File: config.mk
export PLATFORM = sky130hd
export DESIGN_NAME = cacheline_stream
export DESIGN_NICKNAME = d
export VERILOG_FILES = /design/src/vertex_pkg.sv /design/src/cacheline_stream.sv
export SDC_FILE = /design/constraint.sdc
export NUM_CORES = 1
export LEC_CHECK = 0
export ABC_CLOCK_PERIOD_IN_PS = 3000
export CORE_MARGIN = 3
export CORE_UTILIZATION = 62
export CTS_CLUSTER_SIZE = 40
export DETAILED_ROUTE_END_ITERATION = 12
export DONT_BUFFER_PORTS = 1
export PLACE_DENSITY = 0.77
export SLEW_MARGIN = 20
export SYNTH_ARGS = -nofsm -noshare
export SYNTH_HDL_FRONTEND = slang
export SYNTH_SLANG_ARGS = --single-unit
export TNS_END_PERCENT = 20
File: constraint.sdc
create_clock -name clock -period 3 [get_ports clock]
set_input_delay 0.3 -clock clock [delete_from_list [all_inputs] [get_ports clock]]
set_output_delay 0.3 -clock clock [all_outputs]
set_load 0.05 [all_outputs]
File: src/vertex_pkg.sv
package vertex_pkg;

	////////////////////////////////////////////////////////////////////////
	// widths and batch constants
	////////////////////////////////////////////////////////////////////////
	localparam int vertex_bits      = 32;  // one field, also the vertex id
	localparam int vertex_bytes     = 4;
	localparam int cl_vertex_num    = 4;   // fields per cacheline
	localparam int cacheline_bits   = 128;
	localparam int cacheline_bytes  = 16;  // offset step per batch
	localparam int addr_bits        = 32;
	localparam int size_bits        = 8;
	localparam int job_bits         = 128; // id, in_degree, out_degree, edges_idx
	localparam int fifo_depth       = 32;
	localparam int outstanding_bits = 4;

	// which per-vertex array a command or response belongs to
	typedef enum logic [1:0] {
		IN_DEGREE,
		OUT_DEGREE,
		EDGES_IDX
	} vertex_struct_t;

	typedef enum logic [3:0] {
		SEQ_RESET,
		SEQ_INIT,
		SEQ_WAIT,
		SEQ_CALC_SIZE,
		SEQ_IDLE,
		SEQ_SEND_IN_DEGREE,
		SEQ_SEND_OUT_DEGREE,
		SEQ_SEND_EDGES_IDX
	} seq_state_t;

	// read requests must be a power of two in bytes
	function automatic logic [size_bits-1:0] request_size_of(input logic [size_bits-1:0] count);
		int bytes;
		int size;
		bytes = count * vertex_bytes;
		size  = 1;
		for (int i = 0; i < size_bits; i++) begin
			if (size < bytes)
				size = size * 2;
		end
		return size[size_bits-1:0];
	endfunction

endpackage

File: src/cacheline_stream.sv
`timescale 1ns/100ps

module cacheline_stream #(
	parameter vertex_pkg::vertex_struct_t struct_tag = vertex_pkg::IN_DEGREE
) (
	input  logic                                  clock,
	input  logic                                  rstn,
	input  logic                                  resp_valid,
	input  vertex_pkg::vertex_struct_t            resp_struct,
	input  logic [vertex_pkg::size_bits-1:0]      resp_real_size,
	input  logic [vertex_pkg::cacheline_bits-1:0] resp_data,
	input  logic                                  shift_start,
	output logic [vertex_pkg::vertex_bits-1:0]    field,
	output logic                                  field_valid,
	output logic                                  pending
);

	logic [vertex_pkg::cacheline_bits-1:0] line;
	logic [vertex_pkg::size_bits-1:0]      count; // fields still to shift out
	logic take;
	logic shift;

	assign take  = resp_valid && (resp_struct == struct_tag);
	assign shift = shift_start && pending;

	always_ff @(posedge clock or negedge rstn) begin
		if (!rstn) begin
			pending <= 1'b0;
			count   <= '0;
		end else if (take) begin
			pending <= (resp_real_size != '0);
			count   <= resp_real_size;
		end else if (shift) begin
			count <= count - 1'b1;
			if (count == 1)
				pending <= 1'b0; // last field going out
		end
	end

	// field 0 sits in the low bits
	always_ff @(posedge clock) begin
		if (take)
			line <= resp_data;
		else if (shift)
			line <= line >> vertex_pkg::vertex_bits;
	end

	assign field       = line[vertex_pkg::vertex_bits-1:0];
	assign field_valid = shift;

	// sequencer waits for pending to drop before the next batch
	a_no_overwrite: assert property (@(posedge clock) disable iff (!rstn)
		take |-> !pending);

endmodule

### Word-level counts from Yosys, hierarchy flattened

Cells that the tools add are included.

| word-level totals | value |
|---|---|
| register bits | 137 |
| latch bits | 0 |
| memory bits (writable) | 0 |
| memory bits (read-only) | 0 |
| input port bits | 142 |
| output and inout bits | 34 |
| memories | 0 |

| operators by class | value |
|---|---|
| $add $sub $neg | 1 |
| multiply operators | 0 |
| divide/modulo/power cells | 0 |
| order comparisons | 0 |
| equality and inequality tests | 1 |
| shifts and indexed selects | 0 |
| mux-type cells | 7 |
| bitwise operators | 0 |
| reductions and logical operators | 7 |

Operator list:

| kind | count |
|---|---|
| two-way mux 128 bit | 2 |
| two-way mux 8 bit | 2 |
| == test 8 x 1 -> 1 bit, second input constant | 1 |
| nonzero test 8 bit | 1 |
| subtractor 8 x 1 -> 8 bit, second input constant | 1 |
| nonzero test 2 bit | 2 |
| two-way mux 1 bit | 3 |
| logical AND 1 bit | 2 |
| zero test 2 bit | 1 |
| AND reduction 2 bit | 1 |

### Longest topological paths before layout

| depth | value |
|---|---|
| depth after elaboration | 4 |
| gate-level depth with buffers | 6 |
| gate-level depth less buffers | 5 |

### Worst setup path before layout

OpenSTA, ideal clock, no wires.

| path | value |
|---|---|
| path kind | register -> register |
| start | register pending |
| end | register line[0] (netlist name), enable pin |
| arrival time | 3.148 ns |
| data required time | 2.567 ns |
| path slack | -0.581 ns |
| cell stages (with the launch flop) | 3 |
| path buffers | 0 |
| clock period less this slack | 3.581 ns |
| path through | dfrtp_1 -> and2_0 -> or2_2 |

| between the ends | value |
|---|---|
| word-level cells in the longest chain between the ends | 2 |

RTL lines:

| item | line | source |
|---|---|---|
| from (decl) | cacheline_stream.sv:15 | `output logic pending` |
| from (signal assigned) | cacheline_stream.sv:31 | `pending <= (resp_real_size != '0);` |
| logical AND 1 bit | cacheline_stream.sv:24 | `assign shift = shift_start && pending;` |
| net field_valid | cacheline_stream.sv:14 | `output logic field_valid,` |
| nonzero test 2 bit (no source line) | n/a |  |
| to (signal assigned) | cacheline_stream.sv:43 | `line <= resp_data;` |
| to (signal assigned) | cacheline_stream.sv:45 | `line <= line >> vertex_pkg::vertex_bits;` |
| to (decl) | cacheline_stream.sv:18 | `logic [vertex_pkg::cacheline_bits-1:0] line;` |

The timed path passes the listed nets, and every way through them passes these cells.
A chain may end at the register's enable or synchronous reset.

### Final worst setup path

| path | value |
|---|---|
| start | register pending |
| end | register line[56] (netlist name), enable pin |

| between the ends | value |
|---|---|
| word-level cells in the longest chain between the ends | 2 |

RTL lines:

| item | line |
|---|---|
| logical AND 1 bit | cacheline_stream.sv:24 |
| nonzero test 2 bit (no source line) | n/a |

No other way between the ends.

==> results.py <==
metrics = {
    "setup_path": {
        "worstPathCellList": "buf_4 > and2_0 > or2_4 > buf_12",
        "crit_fanout": 40,
        "crit_path_end_kind": "flop",
        "cp-start-kind": "flop",
        "path_buf_inv": 2,
        "critPathTopFamily": "simple AND/OR/NAND/NOR gates",
        "cp.required_ns": 3.18,
        "cpPeakStageDelay_ns": 0.45,
        "worst-endpoint-arrival_ns": 2.06,
        "slowest_stage": "or2_4",
        "worstSetupPathType": "reg2reg",
    },
    "clocking": {
        "clkSlewWorstSetupHoldPaths_ns": 0.06,
        "clk_path_buf_depth": 2,
        "cts_tree": "done",
        "ctsResizeCount": 0,
        "htreeDepth": 4,
        "cts_buffers": 17,
        "root_buffer": "clkbuf_8",
        "cts.sinks": 137,
        "insertion_delay_ns": 0.50,
    },
    "global_route": {
        "grt_first_pass_wirelength_um": 21350,
        "grt_max_degree": 143,
        "grt_usage": 0.2495,
        "grt-ovfl-total": 0,
        "antenna_found_initial": 1,
        "grt_pass1_vias": 4307,
    },
    "power": {
        "ir_worst_vdd_mv": 0.4117,
        "powerDensity_nw_per_um2": 698.7,
        "p_leak_nw": 3.238,
    },
    "floorplanning": {
        "core_area_um2": 9328,
        "rows": 35,
        "ios": 176,
        "dieArea_um2": 10920,
        "fp.dieW_um": 104.5,
        "start_util": 0.6451,
        "die-height_um": 104.5,
    },
    "synthesis": {
        "syn_avg_cell_area_um2": 10.63,
        "synthesis.area_um2": 6017,
        "ys_seq_elements": 137,
        "async_flop_share": 0.06569,
        "synth_edf_count": 128,
        "yosysMostFrequentCell": "nand2_1",
        "synth_ff_type": "edfxtp_1",
        "netlist.area_leader.share": 0.6388,
        "synth_common_cells": "nand2_1, edfxtp_1, and2_1, buf_4, clkbuf_1",
        "postSynthCellCount": 566,
        "synth_area_leaders": "edfxtp_1, nand2_1, buf_4",
        "synth_cell_types": 29,
        "syn-num-nets": 710,
        "ys_seq_area_frac": 0.6762,
        "yosys_warnings": 0,
        "synth_top_area_cell": "edfxtp_1",
    },
    "layout": {
        "postLayoutCoreUtil": 0.8389,
        "drive_gt1_frac": 0.06138,
        "fin_cells": 799,
        "finalInstanceArea_um2": 7825,
        "num-fill-cells": 465,
        "finalNetCount": 800,
        "syn2layout_area_growth_pct": 30.05,
    },
    "timing": {
        "finalCritPeriodShare": 0.6253,
        "max_freq_mhz": 533.1,
        "setup_violations": 0,
        "rsz0062_at_grt": "no",
        "period_minus_slack_ns": 1.876,
        "tightest_slew_ns": 0.5479,
        "finalMaxSlewViolations": 0,
        "hold_violations": 0,
        "skew_ns": 0.009932,
        "slew_headroom": 0.6347,
        "setup_tns_ns": 0,
        "fin_ws_ns": 1.124,
    },
    "drt": {
        "route.detailed.drc": 0,
        "num_vias": 4187,
        "dr.first_iter.drc_count": 260,
        "viasPerCell": 5.240,
        "drt-total-wl_um": 13360,
        "ant_nets": 0,
        "dr.pass1.iters": 5,
        "wl_per_cell_um": 16.72,
    },
    "run": {
        "drv_cap": 0,
    },
    "place": {
        "place_congestion": 0.7874,
        "numPortBuffers": 0,
        "post-place-ws_ns": 1.143,
        "placement.cell_area_um2": 5958,
        "hpwl_um": 6930,
        "placedCellCount": 642,
    },
    "min_path": {
        "hp-class": "in2reg",
    },
    "outcome": {
        "status": "complete, no violations",
    },
}
[final timing paths]
kind	from	to	slack (ns)	cells past startpoint
setup / recovery	pending$_DFFE_PN0P_	line[56]$_DFFE_PP_	1.12	4
max in group asynchronous	rstn	count[4]$_DFFE_PN0P_	2.53	1
setup reg to reg	pending$_DFFE_PN0P_	line[56]$_DFFE_PP_	1.12	4
hold / removal	resp_data[121]	line[121]$_SDFFCE_PN0P_	0.02	1
hold reg to reg	line[61]$_DFFE_PP_	line[29]$_DFFE_PP_	0.51	2
min in group asynchronous	rstn	count[1]$_DFFE_PN0P_	0.17	1
[where the power goes]
part / switching (mW) / internal [mW]
Clock: 0.746 / 1.43
Combinational: 0.339 / 0.274
Sequential: 0.275 / 2.41
[final cells by class]
type | instances | area [um^2] | share of cell area
well taps | 129 | 161.4 | 0.02063
diodes | 2 | 5.005 | 0.0006396
repair buffers | 131 | 1356 | 0.1733
flip-flops and latches | 137 | 4069 | 0.5200
multi-input cells | 367 | 1605 | 0.2051
clock inverters | 13 | 202.7 | 0.02590
clock buffers | 18 | 417.9 | 0.05341
inverters | 2 | 7.507 | 0.0009594
[per-layer routing]
metal | global-route usage | up-vias | share of wire | wire length (um)
li1 | - | 2010 | - | -
met1 | 0.2978 | 1933 | 0.39 | 5164
met2 | 0.4308 | 216 | 0.52 | 6969
met3 | 0.06952 | 28 | 0.071 | 949
met4 | 0.09497 | 0 | 0.021 | 278
met5 | 0 | - | 0 | 0
[flip-flops by register name (all words and copies together), names as in the netlist]
signal   flops
pending      1
line       128
count        8
[per-stage QoR]
stage                     hold WS (ns)  power (mW)
after global placement        0.004655       3.144
after floorplan               0.004409       3.100
after global routing          0.002923       5.671
after CTS                     0.002540       5.457
final                          0.02044       5.467
after detailed placement      0.004650       3.175
[kinds of logic (layout without fill, tap and decap cells)]
| logic type | count (synthesis) | count (layout) | synth area share |
|---|---|---|---|
| simple gates | 349 | 349 | 0.2431 |
| flops | 137 | 137 | 0.6762 |
| buf+inv | 62 | 164 | 0.05885 |
| compound gates | 14 | 14 | 0.01476 |
| fa+ha+maj | 2 | 2 | 0.004158 |
| xor+xnor | 2 | 2 | 0.002912 |
| other cells | 0 | 2 | 0 |
[placed cells by master, fill, tap and decap left out, drive strengths merged, types with 6 or more instances in the layout]
master       netlist  final
buf               40      7
and2              33     33
or4                6      6
edfxtp           128    128
clkbuf            20     18
clkinv             0      7
o21ai              6      6
dfrtp              9      9
nand2            295    295
dlygate4sd3        0    124
[repair_timing]
item	4_1_cts	5_1_grt
hold endpoints to repair	129	2
hold buffers	122	2
buffers inserted	0	0
Note: power is estimated with default switching activity, not from simulation.
