## src/vertex_pkg.sv

```systemverilog
package vertex_pkg;

	////////////////////////////////////////////////////////////////////////
	// widths and batch constants
	////////////////////////////////////////////////////////////////////////
	localparam int vertex_bits      = 32;  // one field, also the vertex id
	localparam int vertex_bytes     = 4;
	localparam int cl_vertex_num    = 4;   // fields per cacheline
	localparam int cacheline_bits   = 128;
	localparam int cacheline_bytes  = 16;  // offset step per batch
	localparam int addr_bits        = 32;
	localparam int size_bits        = 8;
	localparam int job_bits         = 128; // id, in_degree, out_degree, edges_idx
	localparam int fifo_depth       = 32;
	localparam int outstanding_bits = 4;

	// which per-vertex array a command or response belongs to
	typedef enum logic [1:0] {
		IN_DEGREE,
		OUT_DEGREE,
		EDGES_IDX
	} vertex_struct_t;

	typedef enum logic [3:0] {
		SEQ_RESET,
		SEQ_INIT,
		SEQ_WAIT,
		SEQ_CALC_SIZE,
		SEQ_IDLE,
		SEQ_SEND_IN_DEGREE,
		SEQ_SEND_OUT_DEGREE,
		SEQ_SEND_EDGES_IDX
	} seq_state_t;

	// read requests must be a power of two in bytes
	function automatic logic [size_bits-1:0] request_size_of(input logic [size_bits-1:0] count);
		int bytes;
		int size;
		bytes = count * vertex_bytes;
		size  = 1;
		for (int i = 0; i < size_bits; i++) begin
			if (size < bytes)
				size = size * 2;
		end
		return size[size_bits-1:0];
	endfunction

endpackage

```

## src/job_fifo.sv

```systemverilog
`timescale 1ns/100ps

module job_fifo #(
	parameter int width = vertex_pkg::job_bits,
	parameter int depth = vertex_pkg::fifo_depth
) (
	input  logic                         clock,
	input  logic                         rstn,
	input  logic                         push,
	input  logic [width-1:0]             data_in,
	input  logic                         pop,
	output logic [width-1:0]             data_out,
	output logic                         valid,
	output logic [$clog2(depth+1)-1:0]   level,
	output logic                         almost_full
);

	logic [width-1:0]           mem [depth];
	logic [$clog2(depth)-1:0]   wr_ptr;
	logic [$clog2(depth)-1:0]   rd_ptr;
	logic                       do_pop;

	assign do_pop = pop && valid;

	always_ff @(posedge clock or negedge rstn) begin
		if (!rstn) begin
			wr_ptr <= '0;
			rd_ptr <= '0;
			level  <= '0;
		end else begin
			if (push)
				wr_ptr <= (wr_ptr == depth - 1) ? '0 : wr_ptr + 1'b1;
			if (do_pop)
				rd_ptr <= (rd_ptr == depth - 1) ? '0 : rd_ptr + 1'b1;
			if (push && !do_pop)
				level <= level + 1'b1;
			else if (do_pop && !push)
				level <= level - 1'b1;
		end
	end

	always_ff @(posedge clock) begin
		if (push)
			mem[wr_ptr] <= data_in;
	end

	// show-ahead head
	assign data_out    = mem[rd_ptr];
	assign valid       = (level != '0);
	assign almost_full = (level > depth - vertex_pkg::cl_vertex_num); // < one batch free

	a_no_overflow: assert property (@(posedge clock) disable iff (!rstn)
		push |-> (level < depth));

	a_no_underflow: assert property (@(posedge clock) disable iff (!rstn)
		pop |-> valid);

endmodule

```

## config.mk

```make
export PLATFORM = sky130hd
export DESIGN_NAME = job_fifo
export DESIGN_NICKNAME = d
export VERILOG_FILES = /design/src/vertex_pkg.sv /design/src/job_fifo.sv
export SDC_FILE = /design/constraint.sdc
export NUM_CORES = 2
export LEC_CHECK = 0
export BUFFER_PORTS_ARGS = -buffer_cell sky130_fd_sc_hd__buf_2
export CORE_ASPECT_RATIO = 0.5
export CORE_MARGIN = 5
export CORE_UTILIZATION = 23
export DETAILED_ROUTE_END_ITERATION = 7
export PLACE_DENSITY_LB_ADDON = 0.15
export SYNTH_ARGS = -nofsm -noshare
export SYNTH_HDL_FRONTEND = slang
export SYNTH_SLANG_ARGS = --single-unit
```

## constraint.sdc

```tcl
create_clock -name clock -period 20.1 [get_ports clock]
set_input_delay 3.015 -clock clock [delete_from_list [all_inputs] [get_ports clock]]
set_output_delay 3.015 -clock clock [all_outputs]
set_load 0.02 [all_outputs]
```

### After elaboration in Yosys (flattened, before gate mapping)

Memories as Yosys holds them, arrays and structs flattened.
Index checks and enable logic that the tools add are counted.

| storage, ports and cells | value |
|---|---|
| register bits | 16 |
| latch bits | 0 |
| bits in writable memories | 4096 |
| bits in read-only memories | 0 |
| output and inout bits | 136 |
| word-level logic and storage cells | 24 |
| memories kept | 1 |

| operators by class | value |
|---|---|
| $add $sub $neg | 4 |
| multipliers | 0 |
| div/mod/pow operators | 0 |
| magnitude comparators | 1 |
| equality and inequality tests | 2 |
| shifts and indexed selects | 0 |
| mux-type cells | 6 |
| bitwise logic cells | 0 |
| reductions and logical operators | 7 |

Memories:

| memory | depth | bits a word | read ports | clocked after memory_dff | wr ports | RTL line | RTL |
|---|---|---|---|---|---|---|---|
| mem | 32 | 128 | 1 | 0 | 1 | job_fifo.sv:18 | `logic [width-1:0] mem [depth];` |

Operator list:

| operator | count |
|---|---|
| 6-bit two-way mux | 2 |
| 5-bit by 1-bit adder with 5-bit output (second input constant) | 2 |
| 5-bit == test (second input constant) | 2 |
| 5-bit two-way mux | 2 |
| 6-bit by 1-bit adder with 6-bit output (second input constant) | 1 |
| 6-bit by 5-bit greater-than comparator with 1-bit output (second input constant) | 1 |
| 6-bit nonzero test | 1 |
| 6-bit by 1-bit subtractor with 6-bit output (second input constant) | 1 |
| 1-bit logical AND | 3 |
| 1-bit logical NOT | 2 |
| 1-bit two-way mux | 2 |
| 2-bit nonzero test | 1 |

### Logic depth before layout (Yosys ltp)

| logic depth | value |
|---|---|
| depth in word-level cells | 5 |
| mapped depth | 10 |
| gate-level depth less buffers | 9 |

### Least setup slack after synthesis

Ideal clock, no wire load.

| timing | value |
|---|---|
| path type | input to register |
| from | in push |
| to | mem mem[3][0] in the netlist's numbering (enable) |
| arrival time | 12098 ps |
| data required time | 19328 ps |
| path slack | 7231 ps |
| stages | 3 |
| buffers on the path | 1 |
| cells stage by stage | clkbuf_1 > nand3b_1 > nor3_1 |

| on the way | value |
|---|---|
| cells in the longest elaborated chain, start to end | 2 |

Ends and longest elaborated chain:

| item | RTL line | RTL |
|---|---|---|
| from (decl) | job_fifo.sv:9 | `input logic push,` |
| 1-bit two-way mux | job_fifo.sv:43 | `if (push)` |
| 1-bit two-way mux (implied by the code) | job_fifo.sv:44 | `mem[wr_ptr] <= data_in;` |
| to (decl) | job_fifo.sv:18 |  |

No other way between the ends.

### Worst setup path in the final report

| timing | value |
|---|---|
| from | reg rd_ptr[1] |
| to | out data_out[100] |

| on the way | value |
|---|---|
| cells in the longest elaborated chain, start to end | 1 |

Ends and longest elaborated chain:

| item | RTL line | RTL |
|---|---|---|
| from (decl) | job_fifo.sv:20 | `logic [$clog2(depth)-1:0] rd_ptr;` |
| from (signal assigned) | job_fifo.sv:34 | `rd_ptr <= (rd_ptr == depth - 1) ? '0 : rd_ptr + 1'b1;` |
| memory 32 x 128 bit | -- |  |
| to (decl) | job_fifo.sv:12 | `output logic [width-1:0] data_out,` |

No other way between the ends.

==> flow_summary.json <==
{
  "dp_cells": 16100,
  "finalCritPeriodShare_pct": 48.4,
  "final_layout_size_suffix_gt1_share_pct": 26.2,
  "drv_cap": 0,
  "dieWidth_mm": 1.18,
  "overflow": 0,
  "num_rows": 214,
  "gp_congestion": 0.688,
  "routed.top_layer": "met5",
  "ant_nets": 0,
  "ys.flop_type": "edfxtp_1",
  "cts.reportedPaths.clkPinSlew_ns": 0.06,
  "fmax_ghz": 0.103,
  "die_area_sq_um": 698000,
  "numPortBuffers": 267,
  "vias_per_cell": 4.48,
  "start_util_pct": 23.0,
  "antenna_found_initial": 92,
  "dp_hpwl_mm": 254,
  "cts_setup_buffers": 0,
  "required_ns": 17.09,
  "cp_max_fo": 47,
  "synth.area.top_cells": "edfxtp_1 (79%), mux4_2 (11%), mux2i_1 (2.6%)",
  "clockRootBuffer": "clkbuf_16",
  "synth.net_count": 7065,
  "max_slew_margin_pct": 0.847,
  "endpoint_kind": "output pin",
  "hold_start": "level[5]",
  "dr_wl_met3_mm": 18.6,
  "r2r_cells": 4,
  "synth_edf_count": 4096,
  "cts_tree": "yes",
  "path_class": "flip-flop to output pin",
  "h-tree-depth": 5,
  "tightest_slew_ns": 1.49,
  "yosysSeqAreaShare_pct": 78.9,
  "cp-startpoint": "rd_ptr[1]",
  "skew_ns": 0.0704,
  "ys_ff_latch": 4112,
  "finalCriticalPeriod_ns": 9.73,
  "vias": 75600,
  "core_area_sq_um": 679000,
  "crit_path_end": "data_out[100]",
  "ys_warn_count": 0,
  "cp_data_arrival_time_ns": 6.71,
  "synth_area_sq_um": 156000,
  "hold_path.class": "flip-flop to flip-flop",
  "drc": 0,
  "cts-buffers-inserted": 428,
  "cts_hold_buf": 0,
  "drt-total-wl_mm": 521,
  "area_delta_synth_final_pct": 16.8,
  "synthArstFlopShare_pct": 0.389,
  "r2r_end": "mem[27][53]",
  "final_common_cell": "edfxtp_1",
  "rsz0062_at_grt": "false",
  "utilization_pct": 26.9,
  "postSynthCellCount": 6920,
  "grtUsageTotal_pct": 14.4,
  "setup_tns_ns": 0,
  "drv_slew": 0,
  "synth_top_area_share_pct": 78.6,
  "start_kind": "flip-flop",
  "r2r-start": "wr_ptr[4]",
  "cts_buffer_depth": 4,
  "avgSynthCellArea_sq_um": 22.6,
  "drtIter0Drc": 6641,
  "leakage_nw": 55.7,
  "final_cell_mix": "edfxtp_1 (4096), mux4_2 (732), clkbuf_16 (435), mux2i_1 (414), buf_2 (267)",
  "firstDrtPassIters": 5,
  "drt-met1-wl_mm": 231,
  "layout.nets": 7584,
  "power_density_nw_per_um2": 139,
  "setup_violations": 0,
  "grt_pass1_vias": 78500,
  "ir_drop_v": 0.000134,
  "yosysUniqueCellTypes": 56,
  "clock-sinks": 4112,
  "grt_pass1_wl_mm": 703,
  "stdcell_count": 16900,
  "r2r_slack_ns": 15.72,
  "status": "finished, final reports clean",
  "wl_per_cell_um": 30.8,
  "grt_max_degree": 117,
  "finalHoldViolCount": 0,
  "io_pins": 268,
  "met2_length_mm": 260,
  "yosys.area.top_type": "edfxtp_1",
  "insertion_delay_ns": 1.00,
  "cts_resized": 0,
  "die_h_um": 593
}
==> report_power, final <==
part	switching [mW]	leakage (nW)	internal (mW)	total [mW]
combinational	4.72	11.9	2.65	7.37
sequential	0.200	37.1	9.86	10.1
clock	3.44	6.74	4.57	8.01
==> kinds of logic (layout without fill, tap and decap cells) <==
kind of cell               count (synthesis)  count (layout)  share of synthesized area (%)
AOI/OAI and AO/OA                        720             720                           3.34
xor gates and xnor gates                   5               5                         0.0280
adders and majority gates                 13              13                          0.109
buffers and inverters                    401            1276                           1.71
DFF                                     4112            4112                           78.9
muxes                                   1294            1294                           14.5
other                                      0              11                              0
and+or+nand+nor                          375             375                           1.40
==> how the worst min path moves through the flow <==
stage / slack [ns] / cells after the start / endpoint
2_1_floorplan: 0.59 / 2 / rd_ptr[1]
3_3_place_gp: 0.51 / 1 / level[5]
3_5_place_dp: 0.51 / 1 / level[5]
4_1_cts: 0.52 / 1 / level[5]
5_1_grt: 0.57 / 1 / level[5]
6_report: 0.52 / 1 / level[5]
==> flip-flops by register name, indices dropped and copies added, names as in the netlist <==
| signal | flops |
|---|---|
| mem | 4096 |
| wr_ptr | 5 |
| rd_ptr | 5 |
| level | 6 |
==> cells in the mapped netlist (all sizes together) (2+ instances only) <==
| cell type | number |
|---|---|
| edfxtp | 4096 |
| mux4 | 759 |
| mux2i | 414 |
| buf | 272 |
| a22oi | 265 |
| o22ai | 187 |
| nor2 | 166 |
| clkbuf | 125 |
| mux2 | 121 |
| nand3 | 75 |
| nor4 | 72 |
| o22a | 69 |
| a21oi | 61 |
| a211oi | 59 |
| a221o | 58 |
| nand2 | 18 |
| dfrtp | 16 |
| nor3 | 13 |
| ha | 12 |
| o21ai | 12 |
| nand3b | 6 |
| inv | 4 |
| a21o | 3 |
| and3 | 3 |
| nor3b | 3 |
| or2 | 3 |
| xnor2 | 3 |
| and4b | 2 |
| nor2b | 2 |
| nor4bb | 2 |
| o211ai | 2 |
| or4 | 2 |
| xor2 | 2 |
==> layer usage <==
layer / GRT usage, % / up-vias
met1: 19.5 / 42400
met3: 1.65 / 700
li1: - / 30700
met2: 25.2 / 1774
met4: 2.85 / 4
met5: 0 / -
==> cell type report <==
class	instances	area, sq um
diodes	11	27.5
clock buffers	525	11200
clock inverters	261	2590
fillers	67300	496000
inverters	4	15.0
multi-input cells	2407	30700
flip-flops and latches	4112	123000
well taps	9072	11400
repair buffers	486	3340
==> critical path, cell delays in order (launching register included) <==
cell      delay [ns]
dfrtp_4         1.05
buf_4           0.69
buf_4           0.61
buf_4           0.77
buf_4           0.65
mux4_2          0.33
o22ai_1         0.12
a211oi_1        0.93
buf_4           0.24
buf_2           0.16
==> per-stage QoR <==
stage / hold slack, ns / instance area [sq um] / setup slack (ns) / total power, mW
detailed placement: 0.513 / 169000 / 10.97 / 17.9
finish: 0.519 / 183000 / 10.37 / 25.4
global placement: 0.514 / 169000 / 10.96 / 18.0
CTS: 0.522 / 183000 / 9.85 / 26.0
floorplan: 0.591 / 156000 / 7.23 / 14.9
global route: 0.571 / 183000 / 9.87 / 26.5
No activity file was read; power rests on OpenSTA's default activity.
