## src/vertex_pkg.sv

```systemverilog
package vertex_pkg;

	////////////////////////////////////////////////////////////////////////
	// widths and batch constants
	////////////////////////////////////////////////////////////////////////
	localparam int vertex_bits      = 32;  // one field, also the vertex id
	localparam int vertex_bytes     = 4;
	localparam int cl_vertex_num    = 4;   // fields per cacheline
	localparam int cacheline_bits   = 128;
	localparam int cacheline_bytes  = 16;  // offset step per batch
	localparam int addr_bits        = 32;
	localparam int size_bits        = 8;
	localparam int job_bits         = 128; // id, in_degree, out_degree, edges_idx
	localparam int fifo_depth       = 32;
	localparam int outstanding_bits = 4;

	// which per-vertex array a command or response belongs to
	typedef enum logic [1:0] {
		IN_DEGREE,
		OUT_DEGREE,
		EDGES_IDX
	} vertex_struct_t;

	typedef enum logic [3:0] {
		SEQ_RESET,
		SEQ_INIT,
		SEQ_WAIT,
		SEQ_CALC_SIZE,
		SEQ_IDLE,
		SEQ_SEND_IN_DEGREE,
		SEQ_SEND_OUT_DEGREE,
		SEQ_SEND_EDGES_IDX
	} seq_state_t;

	// read requests must be a power of two in bytes
	function automatic logic [size_bits-1:0] request_size_of(input logic [size_bits-1:0] count);
		int bytes;
		int size;
		bytes = count * vertex_bytes;
		size  = 1;
		for (int i = 0; i < size_bits; i++) begin
			if (size < bytes)
				size = size * 2;
		end
		return size[size_bits-1:0];
	endfunction

endpackage

```

## src/vertex_assembler.sv

```systemverilog
`timescale 1ns/100ps

module vertex_assembler (
	input  logic                               clock,
	input  logic                               rstn,
	input  logic [vertex_pkg::vertex_bits-1:0] in_degree,
	input  logic [vertex_pkg::vertex_bits-1:0] out_degree,
	input  logic [vertex_pkg::vertex_bits-1:0] edges_idx,
	input  logic                               in_valid,
	input  logic                               out_valid,
	input  logic                               edges_valid,
	input  logic                               in_pending,
	input  logic                               out_pending,
	input  logic                               edges_pending,
	output logic                               push,
	output logic [vertex_pkg::job_bits-1:0]    push_data,
	output logic                               streams_pending,
	output logic [vertex_pkg::vertex_bits-1:0] filtered_count
);

	logic [vertex_pkg::job_bits-1:0]    job_q;
	logic [vertex_pkg::vertex_bits-1:0] next_id;
	logic                               job_valid_q;
	logic                               all_valid;
	logic                               no_out_edges;

	assign all_valid       = in_valid && out_valid && edges_valid;
	assign streams_pending = in_pending || out_pending || edges_pending;

	////////////////////////////////////////////////////////////////////////
	// job register, id counter and filter counter
	////////////////////////////////////////////////////////////////////////
	always_ff @(posedge clock or negedge rstn) begin
		if (!rstn) begin
			job_valid_q    <= 1'b0;
			next_id        <= '0;
			filtered_count <= '0;
		end else begin
			job_valid_q <= all_valid;
			if (all_valid)
				next_id <= next_id + 1'b1; // filtered vertices use up an id too
			if (job_valid_q && no_out_edges)
				filtered_count <= filtered_count + 1'b1;
		end
	end

	// word layout, low to high: id, in_degree, out_degree, edges_idx
	always_ff @(posedge clock) begin
		if (all_valid)
			job_q <= {edges_idx, out_degree, in_degree, next_id};
	end

	assign no_out_edges = (job_q[3*vertex_pkg::vertex_bits-1:2*vertex_pkg::vertex_bits] == '0);
	assign push         = job_valid_q && !no_out_edges;
	assign push_data    = job_q;

	// streams are started by one shared shift_start
	a_lockstep: assert property (@(posedge clock) disable iff (!rstn)
		(in_valid == out_valid) && (out_valid == edges_valid));

endmodule

```

## config.mk

```make
export PLATFORM = sky130hd
export DESIGN_NAME = vertex_assembler
export DESIGN_NICKNAME = d
export VERILOG_FILES = /design/src/vertex_pkg.sv /design/src/vertex_assembler.sv
export SDC_FILE = /design/constraint.sdc
export NUM_CORES = 1
export LEC_CHECK = 0
export BUFFER_PORTS_ARGS = -buffer_cell sky130_fd_sc_hd__buf_2
export CAP_MARGIN = 20
export CORE_UTILIZATION = 44
export CTS_CLUSTER_SIZE = 24
export DETAILED_ROUTE_END_ITERATION = 6
export PLACE_DENSITY = 0.86
export RECOVER_POWER = 25
export REMOVE_ABC_BUFFERS = 1
export SLEW_MARGIN = 20
export SYNTH_ARGS = -nofsm -noshare
export SYNTH_HDL_FRONTEND = slang
export SYNTH_SLANG_ARGS = --single-unit
```

## constraint.sdc

```tcl
create_clock -name clock -period 1.8 [get_ports clock]
set_input_delay 0.36 -clock clock [delete_from_list [all_inputs] [get_ports clock]]
set_output_delay 0.36 -clock clock [all_outputs]
set_load 0.01 [all_outputs]
```

======== After elaboration in Yosys (flattened, before gate mapping) ========
Index checks and enable logic that the tools add are counted.
W data, S select, Z words.
storage, ports and cells
  register bits ........................... 193
  bits of input ports ..................... 104
  output and inout port bits .............. 162
  logic and storage cells ................. 14
operators by class
  add/subtract/negate cells ............... 2
  reduce and logical (&&, ||, !) cells .... 8
operators with widths
  operator                 number
  $add A32 B1 Y32 const B  2
  $logic_not A32 Y1        1
  $logic_and A1 B1 Y1      4
  $logic_or A1 B1 Y1       2
  $logic_not A1 Y1         1

======== Logic depth before layout (Yosys ltp) ========
Gate-level depths: netlist of the first run.
  depth after elaboration ................. 3
  gate-level depth with buffers ........... 6

======== Worst setup path after synthesis of the first run ========
OpenSTA, ideal clock, no wires.
  path type ............................... input to register
  from .................................... input edges_valid
  to ...................................... register next_id[3] (netlist name)
  library setup time ...................... 0.136 ns
  data arrival time ....................... 4.746 ns
  path slack .............................. -3.082 ns
  stages .................................. 4
  path buffers ............................ 1
  path through ............................ and3_1 > clkbuf_1 > nand4_1 > xnor2_1
on the way
  cells in the longest elaborated chain, start to end .. 1
ends and longest elaborated chain
  item                    line                    RTL
  start: declaration      vertex_assembler.sv:11  input logic edges_valid,
  $logic_and A1 B1 Y1     vertex_assembler.sv:27  assign all_valid = in_valid && out_valid && edges_valid;
  net all_valid           vertex_assembler.sv:24  logic all_valid;
  end signal: assignment  vertex_assembler.sv:41  next_id <= next_id + 1'b1;
  end: declaration        vertex_assembler.sv:22  logic [vertex_pkg::vertex_bits-1:0] next_id;
The timed path passes the listed nets, and every way through them passes these cells.
A chain may end at the register's enable or synchronous reset.

======== Final worst setup path of the first run ========
  from .................................... register job_q, in the netlist push_data[65]
  to ...................................... output push
on the way
  cells in the longest elaborated chain, start to end .. 3
ends and longest elaborated chain
  item                      line                    RTL
  start: declaration        vertex_assembler.sv:21  logic [vertex_pkg::job_bits-1:0] job_q;
  start signal: assignment  vertex_assembler.sv:50  job_q <= {edges_idx, out_degree, in_degree, next_id};
  $logic_not A32 Y1         vertex_assembler.sv:53  assign no_out_edges = (job_q[3*vertex_pkg::vertex_bits-1:2*vertex_pkg::vertex_bits] == '0);
  $logic_not A1 Y1          vertex_assembler.sv:54  assign push = job_valid_q && !no_out_edges;
  $logic_and A1 B1 Y1       vertex_assembler.sv:54
  end: declaration          vertex_assembler.sv:15  output logic push,
No other way between the ends.

==> out/results.md, run 1 <==
| Item | Reported |
| --- | --- |
| WP data arrival | 1.79 ns |
| Routed length on met2 | 8.53 mm |
| Number of non-filler instances in the completed layout | 947 |
| Top routing layer in use | met4 |
| Number of buffer and inverter stages on the critical path | 2 |
| Synthesis-to-finish area growth | 39.2% |
| Top flip-flop cell by instance count after synthesis | sky130_fd_sc_hd__edfxtp_1 |
| Antenna violations before repair | 0 |
| Final routed wirelength across all metal layers | 15.9 mm |
| Flip-flop and latch area | 5470 um2 |
| Number of cells on the worst hold path | 1 |
| Placeable core region | 15300 um2 |
| Avg WL per Cell | 16.7 um |
| Count of filler cells inserted in the layout | 1160 |
| Setup Crit Path Kind | reg2out |
| Hold Crit Start | edges_idx[21] |
| Critical path capture point type | output pin |
| Setup repair after global routing missed its margin | yes |
| Height of the die | 127 um |
| Power Density | 987 nW/um2 |
| Global-route total usage across every layer | 20.4% |
| Post-route clock period utilization | 120% |
| Min setup slack post-route | -0.353 ns |
| Clock Skew | 0.00819 ns |
| Full die area | 16200 um2 |
| Max-cap violations | 0 |
| Fraction of final layout cells with drive strength greater than 1 | 50.3% |
| Synth top cells by count | sky130_fd_sc_hd__edfxtp_1, sky130_fd_sc_hd__dfrtp_1, sky130_fd_sc_hd__xnor2_1, sky130_fd_sc_hd__nand3_1, sky130_fd_sc_hd__nand4_1 |
| 1st-iter DRT viols | 225 |
| Antenna violation net count after detailed routing | 0 |
| Maximum level of the CTS H-tree | 4 |
| Cell chain of the critical path | nor4_2 > buf_4 > nand4_4 > nor2_4 > nor2_2 > buf_2 |
| R2r startpoint | push_data[65] |
| CTS Buf Count | 17 |
| Clock root cell | sky130_fd_sc_hd__clkbuf_16 |
| Antenna diode count | 0 |
| Count of flip-flops with a built-in enable after synthesis | 128 |
| Area of the multi-input gates | 1480 um2 |
| Number of cells on the worst reg-to-reg path | 9 |
| Tightest Pin Transition | 0.867 ns |
| Failing checks | negative setup slack |
| Critical Path Stages | 6 |
| Worst R2R Setup Slack | -0.27 ns |
| Final hold violation count | 0 |
| Clock edge transition at the registers on the reported setup and hold paths | 0.07 ns |
| Port buffer count | 265 |
| Combinational power share | 5.3% |
| Post-synth cell types | 28 |
| Routed via count divided by cell count | 4.82 |
| Global-route wire length before repair | 24.5 mm |
| Proportion of power drawn by flip-flops and latches | 53.1% |
| Clock Latency Late Sink | 0.42 ns |
| Register area share after synthesis | 79.0% |
| Share of synthesized flip-flops with an asynchronous set or reset | 33.7% |
| Crit-path max cell delay | 0.40 ns |
| Final weighted congestion of routability-driven global placement | 0.783 |
| Post-place setup slack | -0.347 ns |
| Max FO, Critical Path | 2 |
| Via count | 4566 |
| Worst flop-to-flop path endpoint | filtered_count[6] |
| Sinks on the clock net | 193 |
| Area fraction of the dominant cell type after synthesis | 55.5% |
| Number of global-route vias before repair | 4692 |
| DRC violations left | 0 |
| Worst Path Required | 1.44 ns |
| Cell count after placement | 906 |
| Met3 routed wirelength | 1.06 mm |
| Longest Clk Path Bufs | 2 |
| Worst voltage drop across the vdd grid | 0.000583 V |
| Die Wd | 127 um |
| Endpoint of the worst hold path | push_data[117] |
| Final net count | 829 |
| Main area contributors after synthesis | sky130_fd_sc_hd__edfxtp_1, sky130_fd_sc_hd__dfrtp_1, sky130_fd_sc_hd__xnor2_1 |
| Most area-hungry cell type in the Yosys netlist | sky130_fd_sc_hd__edfxtp_1 |
| Share of power burned in the clock network | 41.7% |
| Detailed Routing Iterations Pass 1 | 4 |
| Count of standard-cell rows | 45 |
| Remaining Overflow, GRT | 0 |
| Gate Count Post-Synth | 386 |
| Category of cells accounting for the largest share of critical-path delay | simple AND/OR/NAND/NOR gates |
| Slowest cell on the critical path | sky130_fd_sc_hd__edfxtp_1 |
| Count of warnings emitted by yosys | 0 |
| Net switching power | 0.00201 W |
| Highest attainable clock frequency | 465 MHz |
| Final setup violation count | 31 |
| Final Max Slew Viols | 0 |
| Result of the run | complete, but fails checks |
| IO Pins | 266 |
| Cell Int Power | 0.00751 W |
| Flip-flop and latch count after synthesis | 193 |
| LEAKAGE | 4.37 nW |
| Max-slew headroom at the worst pin | 42.2% |
| Largest net degree at the start of global routing | 57 |
| Initial Util | 45.4% |
| Clock tree from TritonCTS | yes |
| Final total negative setup slack | -7.11 ns |
| Kind of start point of the critical path | flop |
| Switching part of the total | 21.1% |
| Leading cell type by number of instances after synthesis | sky130_fd_sc_hd__edfxtp_1 |
| Mean instance size in the synthesized netlist | 17.9 um2 |
| Netlist area before placement | 6920 um2 |
| Sum of routed wire segments on met1 | 6.02 mm |
| Final HPWL DP | 11.6 mm |
| Tightest Hold Check Type | in2reg |
| Minimum period implied by the final worst setup slack | 2.15 ns |
-- kinds of logic after synthesis --
| family | count (synthesis) | share of synthesized area, % |
|---|---|---|
| flip-flops | 193 | 79.0 |
| adder cells (fa/ha/maj) | 2 | 0.361 |
| AND/OR/NAND/NOR | 118 | 11.9 |
| XOR/XNOR | 62 | 7.84 |
| multiplexers | 2 | 0.325 |
| buffers and inverters | 9 | 0.596 |
-- registers in the layout, summed over array words and instances, names as in the netlist --
signal          cells
push_data         128
filtered_count     32
next_id            32
job_valid_q         1
-- cell type report --
type                            instances  share of cell area, %
Tap cell                              211                   2.74
Sequential cell                       193                   56.7
Timing Repair Buffer                  320                   18.4
Inverter                                7                  0.273
Clock buffer                           17                   4.41
Clock inverter                         15                   2.10
Multi-Input combinational cell        184                   15.4
-- layout by cell type, fill, tap and decap left out, types with 3 or more instances in the layout --
cell	synthesis	routed
sky130_fd_sc_hd__dfrtp_1	65	65
sky130_fd_sc_hd__edfxtp_1	128	128
sky130_fd_sc_hd__buf_2	0	257
sky130_fd_sc_hd__nor3_1	3	3
sky130_fd_sc_hd__nor4_2	6	8
sky130_fd_sc_hd__nor4_4	3	5
sky130_fd_sc_hd__buf_6	1	4
sky130_fd_sc_hd__inv_6	0	5
sky130_fd_sc_hd__nand4_1	17	17
sky130_fd_sc_hd__nand3_1	27	26
sky130_fd_sc_hd__inv_1	7	7
sky130_fd_sc_hd__xnor2_1	50	50
sky130_fd_sc_hd__nor2_1	10	8
sky130_fd_sc_hd__and4_1	9	9
sky130_fd_sc_hd__nand2_1	16	16
sky130_fd_sc_hd__xor2_1	12	12
sky130_fd_sc_hd__clkbuf_16	0	17
sky130_fd_sc_hd__buf_4	0	47
sky130_fd_sc_hd__clkbuf_1	1	8
sky130_fd_sc_hd__and3_1	8	8
sky130_fd_sc_hd__nand3_2	3	4
sky130_fd_sc_hd__bufinv_16	0	4
-- timing repair --
action | 4_1_cts | 5_1_grt
hold buffers | 1 | 0
endpoints found under the setup margin | 33 | 33
hold endpoints to repair | 14 | 0
setup buffers | 5 | 3
gates resized for setup | 14 | 3
gates cloned | 1 | 0
pin swaps | 4 | 4
-- routing by layer --
metal	vias up	GRT usage (%)
li1	2119	-
met1	2255	23.0
met2	170	36.6
met3	22	6.16
met4	0	6.86
met5	-	0
-- metrics by stage --
step                utilization [%]  hold slack [ns]  area (um2)  power, W
CTS                            63.2           0.0795        9650   0.00963
global placement               58.3            0.290        8900   0.00561
floorplan                         -           0.0644        6910   0.00530
global route                   63.2           0.0805        9640   0.00983
finish                         63.2            0.105        9640   0.00951
detailed placement             58.3            0.293        8900   0.00564
-- how the worst max path moves through the flow --
stage	from	to	slack, ns
6_report	push_data[65]	push	-0.35
5_1_grt	push_data[87]	push	-0.43
4_1_cts	push_data[70]	push	-0.44
3_5_place_dp	push_data[73]	filtered_count[30]	-0.35
3_3_place_gp	push_data[65]	filtered_count[26]	-0.21
2_1_floorplan	edges_valid	next_id[3]	-2.37
-- power groups by stage --
stage | Combinational [W] | Sequential (W) | Clock, W
2_1_floorplan | 0.000112 | 0.00519 | 0
3_3_place_gp | 0.000489 | 0.00512 | 0
3_5_place_dp | 0.000511 | 0.00513 | 0
4_1_cts | 0.000516 | 0.00505 | 0.00406
5_1_grt | 0.000552 | 0.00507 | 0.00422
6_report | 0.000501 | 0.00505 | 0.00396
-- worst register-to-register path: cells and delay by family (launching register included) --
kind	cells	cell delay, ns
XOR/XNOR	1	0.14
buffers and inverters	4	0.63
AND/OR/NAND/NOR	4	0.78
flip-flops	1	0.40
Note: power is estimated with default switching activity, not from simulation.
==> inputs of run 2 (changes only) <==
- ABC_AREA: not set -> 1
- CAP_MARGIN: 20 -> not set
- CORE_UTILIZATION: 44 -> 45
==> run 2 against run 1 <==
- the flow still finishes with violations (negative setup slack)
- combinational power increased by 6.8%
- synthesized area rose by 14%
- worst hold slack worse by 0.0022 ns
- synthesized cell count increased by 82%
==> out/results.md, run 2 <==
| Item | Reported |
| --- | --- |
| Tightest Hold Check Type | in2reg |
| Clock Skew | 0.0121 ns |
| Final setup violation count | 1 |
| Result of the run | complete, but fails checks |
| Register area share after synthesis | 69.5% |
| Number of flip-flops in the largest register | 128 |
| Slowest cell on the critical path | sky130_fd_sc_hd__edfxtp_1 |
| Final net count | 1107 |
| Final routed wirelength across all metal layers | 21.2 mm |
| Final standard cell area without fillers | 10200 um2 |
| DRC violations left | 0 |
| Final HPWL DP | 15.6 mm |
| Met3 capacity usage during global routing | 3.67% |
| Die Wd | 134 um |
| Cell chain of the critical path | nor2_1 > nand2_1 > nor2_1 > nand2_1 > nor2_4 > nor2_1 > buf_2 |
| Share of cell area taken by muxes after synthesis | 0% |
| 1st-iter DRT viols | 584 |
| Initial Util | 46.8% |
| Worst voltage drop across the vdd grid | 0.000740 V |
| Max-slew headroom at the worst pin | 57.2% |
| Antenna violations before repair | 0 |
| Sinks on the clock net | 193 |
| LEAKAGE | 4.59 nW |
| Number of buffer and inverter stages on the critical path | 1 |
| Fraction of final layout cells with drive strength greater than 1 | 33.3% |
| Clock tree from TritonCTS | yes |
| Antenna diode count | 0 |
| Post-synth cell types | 27 |
| Detailed Routing Iterations Pass 1 | 6 |
| Clock Latency Late Sink | 0.43 ns |
| Cell repeated most along the worst path | sky130_fd_sc_hd__nor2_1 |
| Failing checks | negative setup slack |
| Largest net degree at the start of global routing | 75 |
| Power, Total | 0.00943 W |
| Port buffer count | 265 |
| Worst hold slack after final layout | 0.102 ns |
| Count of flip-flops with a built-in enable after synthesis | 128 |
| Final weighted congestion of routability-driven global placement | 0.929 |
| Setup Crit Path Kind | reg2out |
| Tightest Pin Transition | 0.641 ns |
| Avg WL per Cell | 17.2 um |
| Routed via count divided by cell count | 5.08 |
| Via count | 6264 |
| Full die area | 18000 um2 |
| Main area contributors after synthesis | sky130_fd_sc_hd__edfxtp_1, sky130_fd_sc_hd__dfrtp_1, sky130_fd_sc_hd__nand2_1 |
| Commonest cells after routing, fill and taps aside | sky130_fd_sc_hd__buf_2, sky130_fd_sc_hd__nand2_1, sky130_fd_sc_hd__edfxtp_1 |
| Gate Count Post-Synth | 703 |
| Longest Clk Path Bufs | 2 |
| Simple-gate share of the synthesized area | 23.4% |
| Share of synthesized flip-flops with an asynchronous set or reset | 33.7% |
| Critical path capture point type | output pin |
| Top flip-flop cell by instance count after synthesis | sky130_fd_sc_hd__edfxtp_1 |
| Min setup slack post-route | -0.0961 ns |
| Flip-flop and latch count after synthesis | 193 |
| Category of cells accounting for the largest share of critical-path delay | simple AND/OR/NAND/NOR gates |
| Power Density | 921 nW/um2 |
| Final hold violation count | 0 |
| Area of the multi-input gates | 2240 um2 |
| CTS Buf Count | 17 |
| Dominant combinational cell family by area after synthesis | simple AND/OR/NAND/NOR gates |
| Compound-Gate Fraction of Synth Area | 0.429% |
| Count of filler cells inserted in the layout | 1339 |
| Max-cap violations | 0 |
| Max FO, Critical Path | 2 |
| Most area-hungry cell type in the Yosys netlist | sky130_fd_sc_hd__edfxtp_1 |
| Global-route wire length before repair | 32.3 mm |
| Placeable core region | 16800 um2 |
| Post-route clock period utilization | 105% |
| Maximum level of the CTS H-tree | 4 |
| Crit-path max cell delay | 0.38 ns |
| Setup repair after global routing missed its margin | yes |
| Busiest metal layer after global routing | met2 |
| Count of standard-cell rows | 47 |
| Kind of start point of the critical path | flop |
| Clock edge transition at the registers on the reported setup and hold paths | 0.07 ns |
| Final Max Slew Viols | 0 |
| Met1 track demand over resource in global routing | 29.2% |
| Number of global-route vias before repair | 5966 |
| Flip-flop and latch area | 5470 um2 |
| Netlist area before placement | 7870 um2 |
| Minimum period implied by the final worst setup slack | 1.90 ns |
| Area fraction of the dominant cell type after synthesis | 48.9% |
| Worst Path Required | 1.44 ns |
| Height of the die | 134 um |
| Synth top cells by count | sky130_fd_sc_hd__nand2_1, sky130_fd_sc_hd__edfxtp_1, sky130_fd_sc_hd__nor2_1, sky130_fd_sc_hd__dfrtp_1, sky130_fd_sc_hd__inv_1 |
| Leading cell type by number of instances after synthesis | sky130_fd_sc_hd__nand2_1 |
| Remaining Overflow, GRT | 0 |
| IO Pins | 266 |
| Antenna violation net count after detailed routing | 0 |
| Most common cell after layout, fill and taps aside | sky130_fd_sc_hd__buf_2 |
| Count of warnings emitted by yosys | 0 |
| GRT met2 Usage | 42.3% |
| Global-route total usage across every layer | 23.8% |
| Final total negative setup slack | -0.0961 ns |
| Mean instance size in the synthesized netlist | 11.2 um2 |
| Share of the synthesized netlist area taken by xor and xnor gates | 4.12% |
| Area after detailed placement | 9550 um2 |
| WP data arrival | 1.54 ns |
| Clock root cell | sky130_fd_sc_hd__clkbuf_16 |
| Synthesis-to-finish area growth | 30.1% |
| Synthesized-area fraction occupied by adder cells | 0.318% |
| Highest attainable clock frequency | 527 MHz |
==> run 2: changes by cell type after synthesis, sizes merged, moves of 5 or more <==
cell	before	now
and3	8	0
nor2	10	105
nor4	14	0
xnor2	50	15
nor3	4	10
nand2	16	262
and4	9	0
buf	1	6
nand3b	0	16
xor2	12	22
nand3	30	22
inv	7	35
o21ai	0	6
nand4	20	7
==> run 2: cell type report <==
cell class	instances	share of cell area [%]
repair buffers	285	14.9
clock buffers	20	4.27
multi-input cells	469	21.9
inverters	35	1.28
flip-flops and latches	193	53.4
clock inverters	12	1.53
well taps	220	2.69
==> run 2: final timing paths <==
check / startpoint / end / slack (ns) / depth (start not counted)
max: push_data[85] / push / -0.1 / 7
min: in_degree[20] / push_data[52] / 0.10 / 1
max reg2reg: push_data[85] / filtered_count[5] / 0.05 / 12
min reg2reg: next_id[31] / push_data[31] / 0.48 / 0
max in group asynchronous: rstn / filtered_count[13] / 0.72 / 3
min in group asynchronous: rstn / filtered_count[21] / 0.49 / 2
==> run 2: cell families (layout without fill, tap and decap cells) <==
group / after synthesis / count (layout)
AOI/OAI and AO/OA: 6 / 6
and+or+nand+nor: 424 / 424
adders and majority gates: 2 / 2
DFF: 193 / 193
xor gates and xnor gates: 37 / 37
buffers and inverters: 41 / 352
==> run 2: timing repair <==
action	4_1_cts	5_1_grt
hold buffers	1	0
setup buffers	9	0
endpoints found under the setup margin	1	33
endpoints found under the hold margin	20	0
pin swaps	8	0
gates resized for setup	4	4
==> run 2: through the flow <==
step           cells  setup WS (ns)  util, %
2_1_floorplan    697          -1.46        -
3_3_place_gp    1192          0.253     56.8
3_5_place_dp    1192          0.178     56.8
4_1_cts         1234        -0.0991     60.9
5_1_grt         1234         -0.233     60.9
6_report        1234        -0.0961     60.9
==> run 2: power by group <==
group	internal, W	leakage (nW)	switching (W)
Clock	0.00220	0.294	0.00162
Sequential	0.00494	2.08	0.000128
Combinational	0.000226	2.21	0.000310
Total	0.00737	4.59	0.00206
==> run 2: per-layer routing <==
| layer | vias to the layer above | share of wire [%] |
|---|---|---|
| met2 | 321 | 52 |
| met5 | - | 0 |
| met1 | 2972 | 39 |
| li1 | 2915 | - |
| met4 | 0 | 2.9 |
| met3 | 56 | 6.5 |
